File: config.mk
export PLATFORM = sky130hd
export DESIGN_NAME = dma_transport_layer
export DESIGN_NICKNAME = d
export VERILOG_FILES = /design/src/hdl/dma_pkg.sv /design/src/hdl/dma_mem_read.sv /design/src/hdl/dma_init_read.sv /design/src/hdl/dma_byte_buffer.sv /design/src/hdl/dma_mem_write.sv /design/src/hdl/dma_transport_layer.sv
export SDC_FILE = /design/constraint.sdc
export NUM_CORES = 1
export LEC_CHECK = 0
export BUFFER_PORTS_ARGS = -buffer_cell sky130_fd_sc_hd__buf_4
export CAP_MARGIN = 20
export CORE_UTILIZATION = 55
export DETAILED_ROUTE_END_ITERATION = 10
export GPL_TIMING_DRIVEN = 0
export HOLD_SLACK_MARGIN = 0.1
export PLACE_DENSITY_LB_ADDON = 0.12
export SETUP_SLACK_MARGIN = 0.3
export SLEW_MARGIN = 30
export SYNTH_ARGS = -nofsm -noshare
export SYNTH_HDL_FRONTEND = slang
export SYNTH_SLANG_ARGS = --single-unit
export TNS_END_PERCENT = 10
File: constraint.sdc
create_clock -name clk_i -period 4.42 [get_ports clk_i]
set_clock_uncertainty 0.2 [all_clocks]
set_input_delay 0.442 -clock clk_i [delete_from_list [all_inputs] [get_ports clk_i]]
set_output_delay 0.442 -clock clk_i [all_outputs]
set_load 0.02 [all_outputs]
File: src/hdl/dma_pkg.sv
// Shared widths and bus types of the DMA transport layer
// Requests never span a word boundary: offset + num_bytes stays within StrbWidth
`default_nettype none

package dma_pkg;

    localparam int unsigned DataWidth   = 32;
    localparam int unsigned StrbWidth   = DataWidth / 8;
    localparam int unsigned AddrWidth   = 8;
    localparam int unsigned OffsetWidth = 2;
    localparam int unsigned BufferDepth = 3;

    typedef logic [7:0]           byte_t;
    typedef logic [StrbWidth-1:0] strb_t;

    typedef enum logic {
        PROTO_MEM  = 1'b0,
        PROTO_INIT = 1'b1
    } protocol_e;

    // ------------------------------------------------------------
    // Datapath requests and responses
    // ------------------------------------------------------------
    typedef struct packed {
        protocol_e              src_protocol;
        logic [AddrWidth-1:0]   addr;
        logic [OffsetWidth-1:0] offset;
        logic [OffsetWidth:0]   num_bytes;
        logic [OffsetWidth-1:0] shift;
        byte_t                  fill_byte;
    } r_dp_req_t;

    typedef struct packed {
        logic [AddrWidth-1:0]   addr;
        logic [OffsetWidth-1:0] offset;
        logic [OffsetWidth:0]   num_bytes;
    } w_dp_req_t;

    typedef struct packed {
        logic error;
    } w_dp_rsp_t;

    // ------------------------------------------------------------
    // Memory ports
    // ------------------------------------------------------------
    typedef struct packed {
        logic                 req;
        logic [AddrWidth-1:0] addr;
    } mem_rd_req_t;

    typedef struct packed {
        logic                 rvalid;
        logic [DataWidth-1:0] rdata;
    } mem_rd_rsp_t;

    typedef struct packed {
        logic                 req;
        logic [AddrWidth-1:0] addr;
        logic [DataWidth-1:0] wdata;
        strb_t                be;
    } mem_wr_req_t;

    typedef struct packed {
        logic gnt;
    } mem_wr_rsp_t;

    // Lanes offset .. offset+num_bytes-1 of one word
    function automatic strb_t lane_mask(input logic [OffsetWidth-1:0] offset,
                                        input logic [OffsetWidth:0]   num_bytes);
        strb_t mask;
        for (int unsigned i = 0; i < StrbWidth; i++) begin
            mask[i] = (i >= offset) && (i < offset + num_bytes);
        end
        return mask;
    endfunction

endpackage

`default_nettype wire

File: src/hdl/dma_mem_read.sv
// Reads one word per request and hands the masked bytes to the buffer
// The request must stay on req_i until done is accepted
`timescale 1ns/1ps
`default_nettype none

module dma_mem_read (
    input  logic                                       clk_i,
    input  logic                                       reset_i,
    input  dma_pkg::r_dp_req_t                         req_i,
    input  logic                                       valid_i,
    output logic                                       done_o,
    input  logic                                       done_ready_i,
    output dma_pkg::mem_rd_req_t                       mem_req_o,
    input  dma_pkg::mem_rd_rsp_t                       mem_rsp_i,
    output dma_pkg::byte_t [dma_pkg::StrbWidth-1:0]    lane_data_o,
    output dma_pkg::strb_t                             lane_valid_o,
    input  dma_pkg::strb_t                             lane_ready_i
);

    typedef enum logic [2:0] {
        RD_IDLE,
        RD_REQUEST,
        RD_WAIT,
        RD_PUSH,
        RD_DONE
    } rd_state_e;

    rd_state_e                      state_q, state_d;
    dma_pkg::strb_t                 pending_q, pending_d;
    logic [dma_pkg::DataWidth-1:0]  word_q;
    logic                           capture;

    always_comb begin
        state_d        = state_q;
        pending_d      = pending_q;
        capture        = 1'b0;
        mem_req_o      = '0;
        mem_req_o.addr = req_i.addr;
        lane_valid_o   = '0;
        done_o         = 1'b0;
        case (state_q)
            RD_IDLE: begin
                if (valid_i) begin
                    state_d = RD_REQUEST;
                end
            end
            RD_REQUEST, RD_WAIT: begin
                // Single cycle request, the answer may come in the same cycle
                mem_req_o.req = (state_q == RD_REQUEST);
                state_d       = RD_WAIT;
                if (mem_rsp_i.rvalid) begin
                    capture   = 1'b1;
                    pending_d = dma_pkg::lane_mask(req_i.offset, req_i.num_bytes);
                    state_d   = RD_PUSH;
                end
            end
            RD_PUSH: begin
                lane_valid_o = pending_q;
                pending_d    = pending_q & ~lane_ready_i;
                if (pending_d == '0) begin
                    state_d = RD_DONE;
                end
            end
            RD_DONE: begin
                done_o = 1'b1;
                if (done_ready_i) begin
                    state_d = RD_IDLE;
                end
            end
            default: state_d = RD_IDLE;
        endcase
    end

    always_ff @(posedge clk_i) begin
        if (reset_i) begin
            state_q   <= RD_IDLE;
            pending_q <= '0;
        end else begin
            state_q   <= state_d;
            pending_q <= pending_d;
        end
    end

    always_ff @(posedge clk_i) begin
        if (capture) begin
            word_q <= mem_rsp_i.rdata;
        end
    end

    assign lane_data_o = word_q;

    // Memory must only answer an issued request
    a_no_rvalid_in_idle: assert property (@(posedge clk_i) disable iff (reset_i)
        (state_q == RD_IDLE) |-> !mem_rsp_i.rvalid);

endmodule

`default_nettype wire

File: src/hdl/dma_init_read.sv
// Fill-pattern source, offers fill_byte on every requested lane
`timescale 1ns/1ps
`default_nettype none

module dma_init_read (
    input  logic                                       clk_i,
    input  logic                                       reset_i,
    input  dma_pkg::r_dp_req_t                         req_i,
    input  logic                                       valid_i,
    output logic                                       done_o,
    input  logic                                       done_ready_i,
    output dma_pkg::byte_t [dma_pkg::StrbWidth-1:0]    lane_data_o,
    output dma_pkg::strb_t                             lane_valid_o,
    input  dma_pkg::strb_t                             lane_ready_i
);

    // Lanes already taken by the buffer for the current request
    dma_pkg::strb_t accepted_q;
    dma_pkg::strb_t pending;

    assign pending      = dma_pkg::lane_mask(req_i.offset, req_i.num_bytes) & ~accepted_q;
    assign lane_valid_o = valid_i ? pending : '0;
    assign lane_data_o  = {dma_pkg::StrbWidth{req_i.fill_byte}};

    // Done as soon as the last lanes are being accepted
    assign done_o = valid_i && ((pending & ~lane_ready_i) == '0);

    always_ff @(posedge clk_i) begin
        if (reset_i) begin
            accepted_q <= '0;
        end else if (done_o && done_ready_i) begin
            accepted_q <= '0;
        end else begin
            accepted_q <= accepted_q | (lane_valid_o & lane_ready_i);
        end
    end

endmodule

`default_nettype wire

File: src/hdl/dma_byte_buffer.sv
// Reorder buffer with one independent FIFO per byte lane
// Depth must be 2 or more
`timescale 1ns/1ps
`default_nettype none

module dma_byte_buffer #(
    parameter int unsigned Depth = dma_pkg::BufferDepth
) (
    input  logic                                       clk_i,
    input  logic                                       reset_i,
    input  dma_pkg::byte_t [dma_pkg::StrbWidth-1:0]    data_i,
    input  dma_pkg::strb_t                             valid_i,
    output dma_pkg::strb_t                             ready_o,
    output dma_pkg::byte_t [dma_pkg::StrbWidth-1:0]    data_o,
    output dma_pkg::strb_t                             valid_o,
    input  dma_pkg::strb_t                             ready_i
);

    localparam int unsigned PtrWidth = $clog2(Depth);
    localparam int unsigned CntWidth = $clog2(Depth + 1);

    for (genvar l = 0; l < dma_pkg::StrbWidth; l++) begin : gen_lane
        dma_pkg::byte_t        mem_q [Depth];
        logic [PtrWidth-1:0]   wr_ptr_q;
        logic [PtrWidth-1:0]   rd_ptr_q;
        logic [CntWidth-1:0]   cnt_q;
        logic                  push;
        logic                  pop;

        assign ready_o[l] = (cnt_q < CntWidth'(Depth));
        assign valid_o[l] = (cnt_q != '0);
        assign data_o[l]  = mem_q[rd_ptr_q];

        assign push = valid_i[l] && ready_o[l];
        assign pop  = valid_o[l] && ready_i[l];

        always_ff @(posedge clk_i) begin
            if (reset_i) begin
                wr_ptr_q <= '0;
                rd_ptr_q <= '0;
                cnt_q    <= '0;
            end else begin
                if (push) begin
                    wr_ptr_q <= (wr_ptr_q == PtrWidth'(Depth - 1)) ? '0 : wr_ptr_q + 1'b1;
                end
                if (pop) begin
                    rd_ptr_q <= (rd_ptr_q == PtrWidth'(Depth - 1)) ? '0 : rd_ptr_q + 1'b1;
                end
                if (push && !pop) begin
                    cnt_q <= cnt_q + 1'b1;
                end else if (pop && !push) begin
                    cnt_q <= cnt_q - 1'b1;
                end
            end
        end

        always_ff @(posedge clk_i) begin
            if (push) begin
                mem_q[wr_ptr_q] <= data_i[l];
            end
        end

        a_cnt_in_range: assert property (@(posedge clk_i) disable iff (reset_i)
            cnt_q <= CntWidth'(Depth));
    end

endmodule

`default_nettype wire

File: src/hdl/dma_mem_write.sv
// Writes one destination word per request with byte enables
// Response error is always zero
`timescale 1ns/1ps
`default_nettype none

module dma_mem_write (
    input  logic                                       clk_i,
    input  logic                                       reset_i,
    input  dma_pkg::w_dp_req_t                         req_i,
    input  logic                                       valid_i,
    output logic                                       ready_o,
    output dma_pkg::w_dp_rsp_t                         rsp_o,
    output logic                                       rsp_valid_o,
    input  logic                                       rsp_ready_i,
    input  dma_pkg::byte_t [dma_pkg::StrbWidth-1:0]    lane_data_i,
    input  dma_pkg::strb_t                             lane_valid_i,
    output dma_pkg::strb_t                             lane_ready_o,
    output dma_pkg::mem_wr_req_t                       mem_req_o,
    input  dma_pkg::mem_wr_rsp_t                       mem_rsp_i
);

    typedef enum logic [1:0] {
        WR_WAIT_DATA,
        WR_WRITE,
        WR_RESPOND
    } wr_state_e;

    wr_state_e      state_q, state_d;
    dma_pkg::strb_t be;

    assign be = dma_pkg::lane_mask(req_i.offset, req_i.num_bytes);

    // ------------------------------------------------------------
    // Next state and outputs
    // ------------------------------------------------------------
    always_comb begin
        state_d         = state_q;
        mem_req_o       = '0;
        mem_req_o.addr  = req_i.addr;
        mem_req_o.be    = be;
        // Disabled lanes drive zero since the buffer keeps filling behind the head
        for (int unsigned i = 0; i < dma_pkg::StrbWidth; i++) begin
            mem_req_o.wdata[8*i +: 8] = be[i] ? lane_data_i[i] : 8'h00;
        end
        lane_ready_o    = '0;
        rsp_valid_o     = 1'b0;
        ready_o         = 1'b0;
        case (state_q)
            WR_WAIT_DATA: begin
                // All requested lanes must be at the buffer head
                if (valid_i && ((lane_valid_i & be) == be)) begin
                    state_d = WR_WRITE;
                end
            end
            WR_WRITE: begin
                mem_req_o.req = 1'b1;
                if (mem_rsp_i.gnt) begin
                    lane_ready_o = be;
                    state_d      = WR_RESPOND;
                end
            end
            WR_RESPOND: begin
                rsp_valid_o = 1'b1;
                if (rsp_ready_i) begin
                    ready_o = 1'b1;
                    state_d = WR_WAIT_DATA;
                end
            end
            default: state_d = WR_WAIT_DATA;
        endcase
    end

    always_ff @(posedge clk_i) begin
        if (reset_i) begin
            state_q <= WR_WAIT_DATA;
        end else begin
            state_q <= state_d;
        end
    end

    assign rsp_o = '0;

    // Address, data and enables hold until the memory grants
    a_req_stable: assert property (@(posedge clk_i) disable iff (reset_i)
        mem_req_o.req && !mem_rsp_i.gnt |=> $stable(mem_req_o));

endmodule

`default_nettype wire

File: src/hdl/dma_transport_layer.sv
// DMA transport layer: MEM or INIT source, per-lane buffer, memory write port
// One read and one write request are handled at a time
`timescale 1ns/1ps
`default_nettype none

module dma_transport_layer (
    input  logic                   clk_i,
    input  logic                   reset_i,
    input  dma_pkg::r_dp_req_t     r_dp_req_i,
    input  logic                   r_dp_valid_i,
    output logic                   r_dp_ready_o,
    output logic                   r_dp_valid_o,
    input  logic                   r_dp_ready_i,
    input  dma_pkg::w_dp_req_t     w_dp_req_i,
    input  logic                   w_dp_valid_i,
    output logic                   w_dp_ready_o,
    output dma_pkg::w_dp_rsp_t     w_dp_rsp_o,
    output logic                   w_dp_valid_o,
    input  logic                   w_dp_ready_i,
    output dma_pkg::mem_rd_req_t   mem_rd_req_o,
    input  dma_pkg::mem_rd_rsp_t   mem_rd_rsp_i,
    output dma_pkg::mem_wr_req_t   mem_wr_req_o,
    input  dma_pkg::mem_wr_rsp_t   mem_wr_rsp_i,
    output logic                   r_dp_busy_o,
    output logic                   w_dp_busy_o,
    output logic                   buffer_busy_o
);

    localparam int unsigned Lanes = dma_pkg::StrbWidth;

    logic                       is_init;
    logic                       mem_done, init_done;
    dma_pkg::byte_t [Lanes-1:0] mem_data, init_data, src_data;
    dma_pkg::strb_t             mem_valid, init_valid, src_valid, src_ready;
    dma_pkg::byte_t [2*Lanes-1:0] data_tmp;
    logic [2*Lanes-1:0]         valid_tmp, ready_tmp;
    dma_pkg::byte_t [Lanes-1:0] buf_in_data, buf_out_data;
    dma_pkg::strb_t             buf_in_valid, buf_in_ready;
    dma_pkg::strb_t             buf_out_valid, buf_out_ready;

    assign is_init = (r_dp_req_i.src_protocol == dma_pkg::PROTO_INIT);

    // ------------------------------------------------------------
    // Read sources
    // ------------------------------------------------------------
    dma_mem_read i_mem_read (
        .clk_i        ( clk_i                        ),
        .reset_i      ( reset_i                      ),
        .req_i        ( r_dp_req_i                   ),
        .valid_i      ( r_dp_valid_i && !is_init     ),
        .done_o       ( mem_done                     ),
        .done_ready_i ( r_dp_ready_i && !is_init     ),
        .mem_req_o    ( mem_rd_req_o                 ),
        .mem_rsp_i    ( mem_rd_rsp_i                 ),
        .lane_data_o  ( mem_data                     ),
        .lane_valid_o ( mem_valid                    ),
        .lane_ready_i ( src_ready                    )
    );

    dma_init_read i_init_read (
        .clk_i        ( clk_i                        ),
        .reset_i      ( reset_i                      ),
        .req_i        ( r_dp_req_i                   ),
        .valid_i      ( r_dp_valid_i && is_init      ),
        .done_o       ( init_done                    ),
        .done_ready_i ( r_dp_ready_i && is_init      ),
        .lane_data_o  ( init_data                    ),
        .lane_valid_o ( init_valid                   ),
        .lane_ready_i ( src_ready                    )
    );

    assign src_data     = is_init ? init_data : mem_data;
    assign src_valid    = is_init ? init_valid : mem_valid;
    assign r_dp_valid_o = is_init ? init_done : mem_done;
    assign r_dp_ready_o = r_dp_valid_o && r_dp_ready_i;

    // ------------------------------------------------------------
    // Read barrel shifter
    // ------------------------------------------------------------
    // Source lane s lands on buffer lane (s - shift) mod Lanes
    assign data_tmp     = {src_data, src_data} >> (r_dp_req_i.shift * 8);
    assign buf_in_data  = data_tmp[Lanes-1:0];
    assign valid_tmp    = {src_valid, src_valid} >> r_dp_req_i.shift;
    assign buf_in_valid = valid_tmp[Lanes-1:0];

    // Ready goes back the other way
    assign ready_tmp = {buf_in_ready, buf_in_ready} << r_dp_req_i.shift;
    assign src_ready = ready_tmp[2*Lanes-1 -: Lanes];

    dma_byte_buffer i_buffer (
        .clk_i   ( clk_i         ),
        .reset_i ( reset_i       ),
        .data_i  ( buf_in_data   ),
        .valid_i ( buf_in_valid  ),
        .ready_o ( buf_in_ready  ),
        .data_o  ( buf_out_data  ),
        .valid_o ( buf_out_valid ),
        .ready_i ( buf_out_ready )
    );

    dma_mem_write i_mem_write (
        .clk_i        ( clk_i         ),
        .reset_i      ( reset_i       ),
        .req_i        ( w_dp_req_i    ),
        .valid_i      ( w_dp_valid_i  ),
        .ready_o      ( w_dp_ready_o  ),
        .rsp_o        ( w_dp_rsp_o    ),
        .rsp_valid_o  ( w_dp_valid_o  ),
        .rsp_ready_i  ( w_dp_ready_i  ),
        .lane_data_i  ( buf_out_data  ),
        .lane_valid_i ( buf_out_valid ),
        .lane_ready_o ( buf_out_ready ),
        .mem_req_o    ( mem_wr_req_o  ),
        .mem_rsp_i    ( mem_wr_rsp_i  )
    );

    // Busy flags
    assign r_dp_busy_o   = r_dp_valid_i;
    assign w_dp_busy_o   = w_dp_valid_i;
    assign buffer_busy_o = |buf_out_valid;

endmodule

`default_nettype wire

=== Word level (Yosys, flattened, before mapping) ===
Memories as Yosys holds them, arrays and structs flattened. A register that Yosys moved wholly into a read port is not among the register bits.
Index checks and enable logic that the tools add are counted.

* Bits in latches: 0
* ROM bits: 0
* Flip-flop bits (word level): 69
* RAM bits: 96
* Output and inout port bits: 62
* Memories: 4
* Bits of input ports: 77
* Word-level logic and storage cells: 210

* Reductions and logical operators: 58
* Muxes and demuxes: 62
* Multiply operators: 0
* Shifts and indexed selects: 3
* Order comparisons: 18
* Add/subtract/negate cells: 18
* Equal/unequal tests: 22
* Div/mod/pow operators: 0
* Bitwise gates (word level): 8

{| class="wikitable"
|+ Memory list
! memory !! words !! width !! rd ports !! clocked after memory_dff !! wr ports !! line !! RTL
|-
| i_buffer.gen_lane[0].mem_q || 3 || 8 || 1 || 1 || 1 || dma_byte_buffer.sv:23 || <nowiki>dma_pkg::byte_t mem_q [Depth];</nowiki>
|-
| i_buffer.gen_lane[1].mem_q || 3 || 8 || 1 || 1 || 1 || dma_byte_buffer.sv:23 ||
|-
| i_buffer.gen_lane[2].mem_q || 3 || 8 || 1 || 1 || 1 || dma_byte_buffer.sv:23 ||
|-
| i_buffer.gen_lane[3].mem_q || 3 || 8 || 1 || 1 || 1 || dma_byte_buffer.sv:23 ||
|}

{| class="wikitable"
|+ Operator list
! operator !! number
|-
| $lt A1 B32 Y1 const A || 4
|-
| $lt A2 B32 Y1 const A || 4
|-
| $shr A64 B5 Y32 || 1
|-
| $mux W2 || 27
|-
| $mux W32 || 1
|-
| $mux W8 || 4
|-
| $logic_and A1 B1 Y1 || 30
|-
| $add A2 B1 Y2 const B || 12
|-
| $mux W4 || 6
|-
| $and A4 B4 Y4 || 5
|-
| $eq A2 B2 Y1 const B || 9
|-
| $mux W1 || 18
|-
| $reduce_bool A2 Y1 || 9
|-
| $pmux W3 S4 || 1
|-
| $logic_not A1 Y1 || 9
|-
| $mux W3 || 3
|-
| $add A2 B3 Y4 || 2
|-
| $ge A1 B2 Y1 const A || 4
|-
| $logic_not A4 Y1 || 2
|-
| $lt A2 B2 Y1 const B || 4
|-
| $ne A2 B1 Y1 const B || 4
|-
| $not A4 Y4 || 2
|-
| $pmux W4 S2 || 1
|-
| $shl A8 B2 Y8 || 1
|-
| 17 further kinds || 26
|}

=== Logic depth before layout (Yosys ltp) ===
Gate-level depths: netlist (run 1).

* Depth in word-level cells: 12
* Depth in mapped cells: 12
* Mapped depth without buffers: 12

=== By module ===
Synthesis (run 1) repeated with hierarchy kept, for this count alone.

* Cells, all modules: 745
* Area total of the unflattened synthesis: 9,768.1 µm²

{| class="wikitable"
|+ Modules (own cells, without submodules)
! module !! instances !! sequential area each (µm²) !! area each (µm²) !! cells each
|-
| dma_byte_buffer || 1 || 3,523.4 || 4,873.4 || 338
|-
| dma_transport_layer || 1 || 0.0 || 2,031.9 || 138
|-
| dma_mem_read || 1 || 1,101.1 || 1,611.5 || 105
|-
| dma_init_read || 1 || 80.1 || 626.9 || 77
|-
| dma_mem_write || 1 || 40.0 || 624.3 || 87
|}

=== Least setup slack after synthesis (run 1) ===
No wires, ideal clock.

* Path kind: input to register
* From: input r_dp_req_i[10] in the netlist's numbering
* To: memory i_buffer.gen_lane[3].mem_q[1][0] in the netlist's numbering, enable pin
* Stages on the path: 8
* Data required time: 3.835 ns
* Setup time: 0.385 ns
* Slack: 0.834 ns
* Path buffers: 0
* Arrival time: 3.001 ns
* Cells stage by stage: ha_1 > fa_1 > nor2_1 > and3_4 > a2111oi_4 > a21oi_2 > o221a_4 > nor3b_1

* Longest elaborated chain between the ends: 10
* Elaborated cells between the ends (all ways): 15
* Classes of those cells: add/sub (1); order compare (4); shift (1); mux (4); bitwise (1); reduce/logical (4)

{| class="wikitable"
|+ Ends and longest elaborated chain
! item !! line !! RTL
|-
| start, declared || dma_transport_layer.sv:9 || <nowiki>input dma_pkg::r_dp_req_t r_dp_req_i,</nowiki>
|-
| $add A2 B3 Y4 * || dma_pkg.sv:72 || <nowiki>mask[i] = (i >= offset) && (i < offset + num_bytes);</nowiki>
|-
| $lt A1 B32 Y1 / $lt A2 B32 Y1 (equally long branches) || dma_pkg.sv:72 ||
|-
| $logic_and A1 B1 Y1 || dma_pkg.sv:72 ||
|-
| $and A4 B4 Y4 * || dma_init_read.sv:21 || <nowiki>assign pending = dma_pkg::lane_mask(req_i.offset, req_i.num_bytes) & ~accepted_q;</nowiki>
|-
| $mux W4 * || dma_init_read.sv:22 || <nowiki>assign lane_valid_o = valid_i ? pending : '0;</nowiki>
|-
| $mux W4 * || dma_transport_layer.sv:73 || <nowiki>assign src_valid = is_init ? init_valid : mem_valid;</nowiki>
|-
| $shr A8 B2 Y4 * || dma_transport_layer.sv:83 || <nowiki>assign valid_tmp = {src_valid, src_valid} >> r_dp_req_i.shift;</nowiki>
|-
| $logic_and A1 B1 Y1 * || dma_byte_buffer.sv:34 || <nowiki>assign push = valid_i[l] && ready_o[l];</nowiki>
|-
| $mux W1 * || dma_byte_buffer.sv:58 || <nowiki>if (push) begin</nowiki>
|-
| $mux W1 (not written as such) * || dma_byte_buffer.sv:59 || <nowiki>mem_q[wr_ptr_q] <= data_i[l];</nowiki>
|-
| end, declared || dma_byte_buffer.sv:23 ||
|}

Every way passes the cells marked *; elsewhere a longest branch is shown, timed or not.

=== Worst setup path in the final report (run 1) ===
* From: input r_dp_req_i[13] in the netlist's numbering
* To: register i_buffer.gen_lane[2].cnt_q[1]

* Longest elaborated chain between the ends: 11
* Elaborated cells between the ends (all ways): 21
* Classes of those cells: add/sub (1); order compare (7); shift (1); mux (3); bitwise (1); reduce/logical (8)

{| class="wikitable"
|+ Ends and longest elaborated chain
! item !! line !! RTL
|-
| $add A2 B3 Y4 || dma_pkg.sv:72 ||
|-
| $lt A1 B32 Y1 / $lt A2 B32 Y1 (equally long branches) || dma_pkg.sv:72 ||
|-
| $logic_and A1 B1 Y1 || dma_pkg.sv:72 ||
|-
| $and A4 B4 Y4 * || dma_init_read.sv:21 ||
|-
| $mux W4 * || dma_init_read.sv:22 ||
|-
| $mux W4 * || dma_transport_layer.sv:73 ||
|-
| $shr A8 B2 Y4 * || dma_transport_layer.sv:83 ||
|-
| $logic_and A1 B1 Y1 * || dma_byte_buffer.sv:34 ||
|-
| net i_buffer.gen_lane[2].push || dma_byte_buffer.sv:27 || <nowiki>logic push;</nowiki>
|-
| $logic_not A1 Y1 || dma_byte_buffer.sv:51 || <nowiki>end else if (pop && !push) begin</nowiki>
|-
| $logic_and A1 B1 Y1 || dma_byte_buffer.sv:51 ||
|-
| $reduce_bool A2 Y1 (no source line) || - ||
|-
| end signal, assigned || dma_byte_buffer.sv:50 || <nowiki>cnt_q <= cnt_q + 1'b1;</nowiki>
|-
| end signal, assigned || dma_byte_buffer.sv:52 || <nowiki>cnt_q <= cnt_q - 1'b1;</nowiki>
|-
| end, declared || dma_byte_buffer.sv:26 || <nowiki>logic [CntWidth-1:0] cnt_q;</nowiki>
|}

Mark *: on every way through the listed nets, which the timed path passes. The rest lies on a longest branch.
A chain may end at the register's enable or synchronous reset.

==> metrics, run 1 <==
status complete, no violations; HP Class in -> reg; Synth warnings 0; number of flops mapped to enable cells by yosys 128; H-Tree Depth 4; Worst-path clk slew 0.06 ns; initial core utilization 0.563; ys flop type edfxtp_1; vias post-DR 6360; Fin. Hold Viols 0; crit-path max FO 6; final-report max-slew violation count 0; most common cell after layout, fill and taps aside buf_4; met2 usage 0.441; Max-Cap Viols 0; DR vias/cell 5.76; met1 Use GR 0.329; grt ovf 0; Detailed Routing Iterations Pass 1 5; RSZ-0062 raised after global routing false; Slew headroom 0.417; sequential fraction of the synthesis area 0.554; first-pass GRT wire length 31.5 mm; Post-Syn Area per Cell 11.7 µm²; Setup WS post-layout 0.787 ns; fin util 0.699; CP Capture Type flop; IO buf count 117; power density cells 401 mW/mm²; final setup vio count 0; initial antenna violation count 0; initial drt markers 460; area delta synth->final 24.1%; Num CTS Buffers 17; Avg WL per Cell 18.6 µm; num ports 139; Async SR Flop Fraction 0; gp weighted congestion 0.868; fmax 0.275 GHz; GRT busiest layer met2; Clock Tree Buf Depth 2; CTS tree yes; # rows 45; Worst VDD drop 0.000364 V; Yosys reg bits 173; Global Route Usage Sum 0.260; setup tns final 0 ns; CP Launch Type input pin; die area 0.0161 mm²; final antenna-violating net count 0; clock latency at the later pin of the worst-skew pair 0.42 ns; critical path class in -> reg; Lkg Pwr 4.06 nW; vias in the first global route 6214; clock root buffer clkbuf_16; synthesized instance count 733; diode count 0; Worst EP required 4.57 ns; pre-CTS WS 0.360 ns; final WL 20.5 mm; commonest cells after routing, fill and taps aside buf_4, edfxtp_1, nor2_1, mux2i_1, a21oi_1; PostCTS Resize Cnt 0; die height 127 µm; Syn Std Cell Area 0.00856 mm²; distinct cell type count after synthesis 67; Layout Nets 990; min cycle time layout 3.63 ns; clock sink count 173; final critical-path share of the clock period 0.822; fraction of layout instances using a drive strength above 1 0.281; Syn Nets 820; Crit path arrival time 3.78 ns; detailed placer's ending HPWL 14.8 mm; Worst Tran Pin Value 0.875 ns; Die Wd 127 µm; # DRC 0; pin count of the biggest net entering global routing 25; Core Region 0.0152 mm²; met3 usage 0.0443
[registers in the layout, summed over array words and instances (netlist names), named ones only]
| register | flops |
|---|---|
| i_buffer.gen_lane.wr_ptr_q | 8 |
| i_init_read.accepted_q | 4 |
| i_buffer.gen_lane.rd_ptr_q | 8 |
| i_mem_read.lane_data_o | 32 |
| i_mem_write.state_q | 2 |
| i_mem_read.state_q | 3 |
| i_buffer.gen_lane.mem_q | 96 |
| i_buffer.gen_lane.cnt_q | 8 |
| i_mem_read.pending_q | 4 |
[cell families (layout without fill, tap and decap cells)]
| family | after synthesis | count (layout) | share of synthesized area |
|---|---|---|---|
| and+or+nand+nor | 227 | 227 | 0.130 |
| DFF | 173 | 173 | 0.554 |
| AOI/OAI and AO/OA | 129 | 129 | 0.0940 |
| muxes | 112 | 112 | 0.148 |
| buffers and inverters | 72 | 255 | 0.0475 |
| adders and majority gates | 10 | 10 | 0.0164 |
| xor gates and xnor gates | 9 | 9 | 0.00921 |
| other | 1 | 1 | 0.000438 |
[where the power goes]
group          switching (mW)  total (mW)  internal (mW)
clock                   0.625        1.35          0.723
sequential             0.0798        2.03           1.95
combinational           0.505       0.882          0.377
total                    1.21        4.26           3.05
[final timing paths]
check | depth (start not counted) | slack (ns) | start | endpoint
setup / recovery | 12 | 0.79 | r_dp_req_i[13] | i_buffer.gen_lane[2].cnt_q[1]
setup reg to reg | 10 | 1.32 | i_mem_read.state_q[2] | i_buffer.gen_lane[2].cnt_q[1]
hold / removal | 3 | 0.12 | mem_wr_rsp_i | i_mem_write.state_q[0]
hold reg to reg | 1 | 0.27 | i_mem_write.state_q[1] | i_mem_write.state_q[0]
[layout make-up]
cell class / count / area, µm²
clock inverters: 12 / 88.8
fillers: 1102 / 4580
repair buffers: 151 / 1240
plain buffers: 58 / 353
well taps: 188 / 235
clock buffers: 20 / 437
inverters: 14 / 55.1
flip-flops and latches: 173 / 4740
multi-input cells: 488 / 3470
[metal layers]
metal,up-vias,wire [µm]
met1,3071,8720
li1,2999,-
met2,254,10000
met5,-,0
met4,0,625
met3,36,1110
[per-stage QoR]
stage | instances | hold slack, ns | cell area (µm²) | power, mW
global route | 1104 | 0.134 | 10600 | 4.42
global placement | 1038 | 0.247 | 9670 | 2.84
CTS | 1104 | 0.106 | 10600 | 4.25
detailed placement | 1039 | 0.255 | 9760 | 2.91
finish | 1104 | 0.120 | 10600 | 4.26
floorplan | 733 | 0.226 | 8560 | 2.58
[critical path: stages]
cell	delay, ns
buf_4	0.13
ha_1	0.22
fa_1	0.51
nor2_1	0.25
and3_4	0.25
a2111oi_4	0.07
a21o_1	0.23
a221oi_2	0.69
inv_1	0.10
ha_1	0.33
or3_1	0.39
a21oi_1	0.15
[synthesized netlist by cell type (7+ instances only)]
cell,n,area share
edfxtp_1,128,0.45
nor2_1,103,0.045
mux2i_1,69,0.081
a21oi_1,55,0.032
dfxtp_1,45,0.11
o21ai_0,40,0.023
mux2_2,32,0.042
nand2_1,28,0.012
clkbuf_1,25,0.011
nor3_1,25,0.015
buf_4,21,0.018
nand2b_1,16,0.012
inv_1,12,0.0053
and2_1,11,0.0080
nor3b_1,11,0.0096
ha_1,8,0.012
xor2_1,8,0.0082
mux4_2,7,0.018
or3_1,7,0.0051
[timing repair]
action	CTS	global route
hold endpoints to repair	33	0
hold buffers	33	0
buffers inserted	0	0
Note: power is estimated with default switching activity, not from simulation.
==> run 2: changes to the inputs <==
==> constraint.sdc (replaced) <==
create_clock -name clk_i -period 3.67 [get_ports clk_i]
set_clock_uncertainty 0.2 [all_clocks]
set_input_delay 0.367 -clock clk_i [delete_from_list [all_inputs] [get_ports clk_i]]
set_output_delay 0.367 -clock clk_i [all_outputs]
set_load 0.02 [all_outputs]
==> run 2 against run 1 <==
Compared with the run above: first-iteration DRC count fell by 3.9%; global-route usage rose by 0.084 points; worst hold slack got worse by 0.0043 ns; non-clock buffer count rose by 3; power rose by 21%; critical path type unchanged; critical endpoint unchanged; highest routed layer unchanged.
==> metrics, run 2 (synthesized netlist as in run 1, its figures left out) <==
Num CTS Buffers 17; Crit path arrival time 3.58 ns; clock root buffer clkbuf_16; RSZ-0062 raised after global routing true; Worst-path clk slew 0.06 ns; setup tns final 0 ns; fin util 0.703; Clock Tree Buf Depth 2; Avg WL per Cell 18.5 µm; status complete, no violations; clock sink count 173; die area 0.0161 mm²; initial antenna violation count 0; Worst EP required 3.82 ns; IO buf count 117; power density cells 481 mW/mm²; final antenna-violating net count 0; met1 Use GR 0.331; Global Route Usage Sum 0.261; Fin Hold WS 0.115 ns; fin cells 1107; Lkg Pwr 4.08 nW; Die Wd 127 µm; first-pass GRT wire length 31.6 mm; final-report max-slew violation count 0; die height 127 µm; Slew headroom 0.414; crit-path max FO 6; critical path endpoint i_buffer.gen_lane[2].cnt_q[1]; GRT busiest layer met2; postcts setup bufs 0; Worst R2R Start i_mem_read.state_q[2]; grt ovf 0; HP Class in -> reg; final critical-path share of the clock period 0.936; gp weighted congestion 0.868; Largest register FFs 96; area delta synth->final 24.8%; final setup vio count 0; # DRC 0; clock latency at the later pin of the worst-skew pair 0.42 ns; Max-Cap Viols 0; Worst VDD drop 0.000437 V; reg2reg end i_buffer.gen_lane[2].cnt_q[1]; # rows 45; Layout Nets 993; most common cell after layout, fill and taps aside buf_4; CP Capture Type flop; Reg2Reg Setup Slack 0.68 ns; launch point of the worst path r_dp_req_i[10]; Core Region 0.0152 mm²; initial core utilization 0.563; min cycle time layout 3.43 ns; detailed placer's ending HPWL 14.8 mm; vias in the first global route 6229; vias post-DR 6368; H-Tree Depth 4; Fin. Hold Viols 0; CTS tree yes; critical path class in -> reg; diode count 0; final WL 20.5 mm; fmax 0.291 GHz; Worst Tran Pin Value 0.879 ns; dpl cells 1039; FF-to-FF path depth 10; fillcell total 1093; commonest cells after routing, fill and taps aside buf_4, edfxtp_1, nor2_1, mux2i_1, a21oi_1; Min-Delay Startpoint r_dp_req_i[14]; DR vias/cell 5.75; fraction of layout instances using a drive strength above 1 0.280; initial drt markers 442; met3 usage 0.0447; Detailed Routing Iterations Pass 1 5; pin count of the biggest net entering global routing 25; num ports 139; met2 usage 0.441; largest reg by FF count i_buffer.gen_lane.mem_q; CP Launch Type input pin
==> run 2: critical path, stage by stage <==
cell,delay (ns)
buf_4,0.11
ha_1,0.24
fa_1,0.50
nor2_1,0.25
and3_4,0.25
a2111oi_4,0.07
a21o_1,0.26
a221oi_4,0.55
inv_1,0.10
ha_1,0.32
or3_1,0.39
a21oi_1,0.16
==> run 2: through the flow <==
stage / area (µm²) / worst slack, ns / total power, mW
2_1_floorplan: 8560 / 0.159 / 3.11
3_3_place_gp: 9670 / -0.472 / 3.42
3_5_place_dp: 9760 / -0.315 / 3.50
4_1_cts: 10700 / 0.284 / 5.13
5_1_grt: 10700 / 0.124 / 5.33
6_report: 10700 / 0.235 / 5.13
==> run 2: layout make-up <==
cell class / instances / area, µm² / area share
Tap cell: 188 / 235 / 0.0220
Clock inverter: 12 / 88.8 / 0.00832
Multi-Input combinational cell: 488 / 3500 / 0.328
Clock buffer: 20 / 437 / 0.0409
Sequential cell: 173 / 4740 / 0.444
Timing Repair Buffer: 154 / 1270 / 0.119
Inverter: 14 / 55.1 / 0.00515
Buffer: 58 / 353 / 0.0330
==> run 2: power breakdown <==
group | internal (mW) | total [mW] | switching, mW
Clock | 0.871 | 1.62 | 0.748
Sequential | 2.35 | 2.44 | 0.0965
Combinational | 0.458 | 1.07 | 0.614
Total | 3.67 | 5.13 | 1.46
==> run 2: how the worst min path moves through the flow <==
stage          depth (start not counted)  slack (ns)                      end
2_1_floorplan                          1        0.23   i_mem_write.state_q[0]
3_3_place_gp                           1        0.25   i_mem_write.state_q[0]
3_5_place_dp                           1        0.25   i_mem_write.state_q[0]
4_1_cts                                4        0.11  i_mem_read.pending_q[0]
5_1_grt                                4        0.14  i_mem_read.pending_q[1]
6_report                               4        0.12  i_mem_read.pending_q[1]
==> run 2: metal layers <==
metal / up-vias / part of all wire
met5: - / 0
met4: 0 / 0.031
met3: 40 / 0.051
met2: 245 / 0.49
met1: 3075 / 0.43
li1: 3008 / -
==> run 2: repair_timing <==
item,4_1_cts,5_1_grt
endpoints found under the hold margin,38,0
resized for setup,2,1
hold buffers,36,0
setup endpoints to repair,10,93
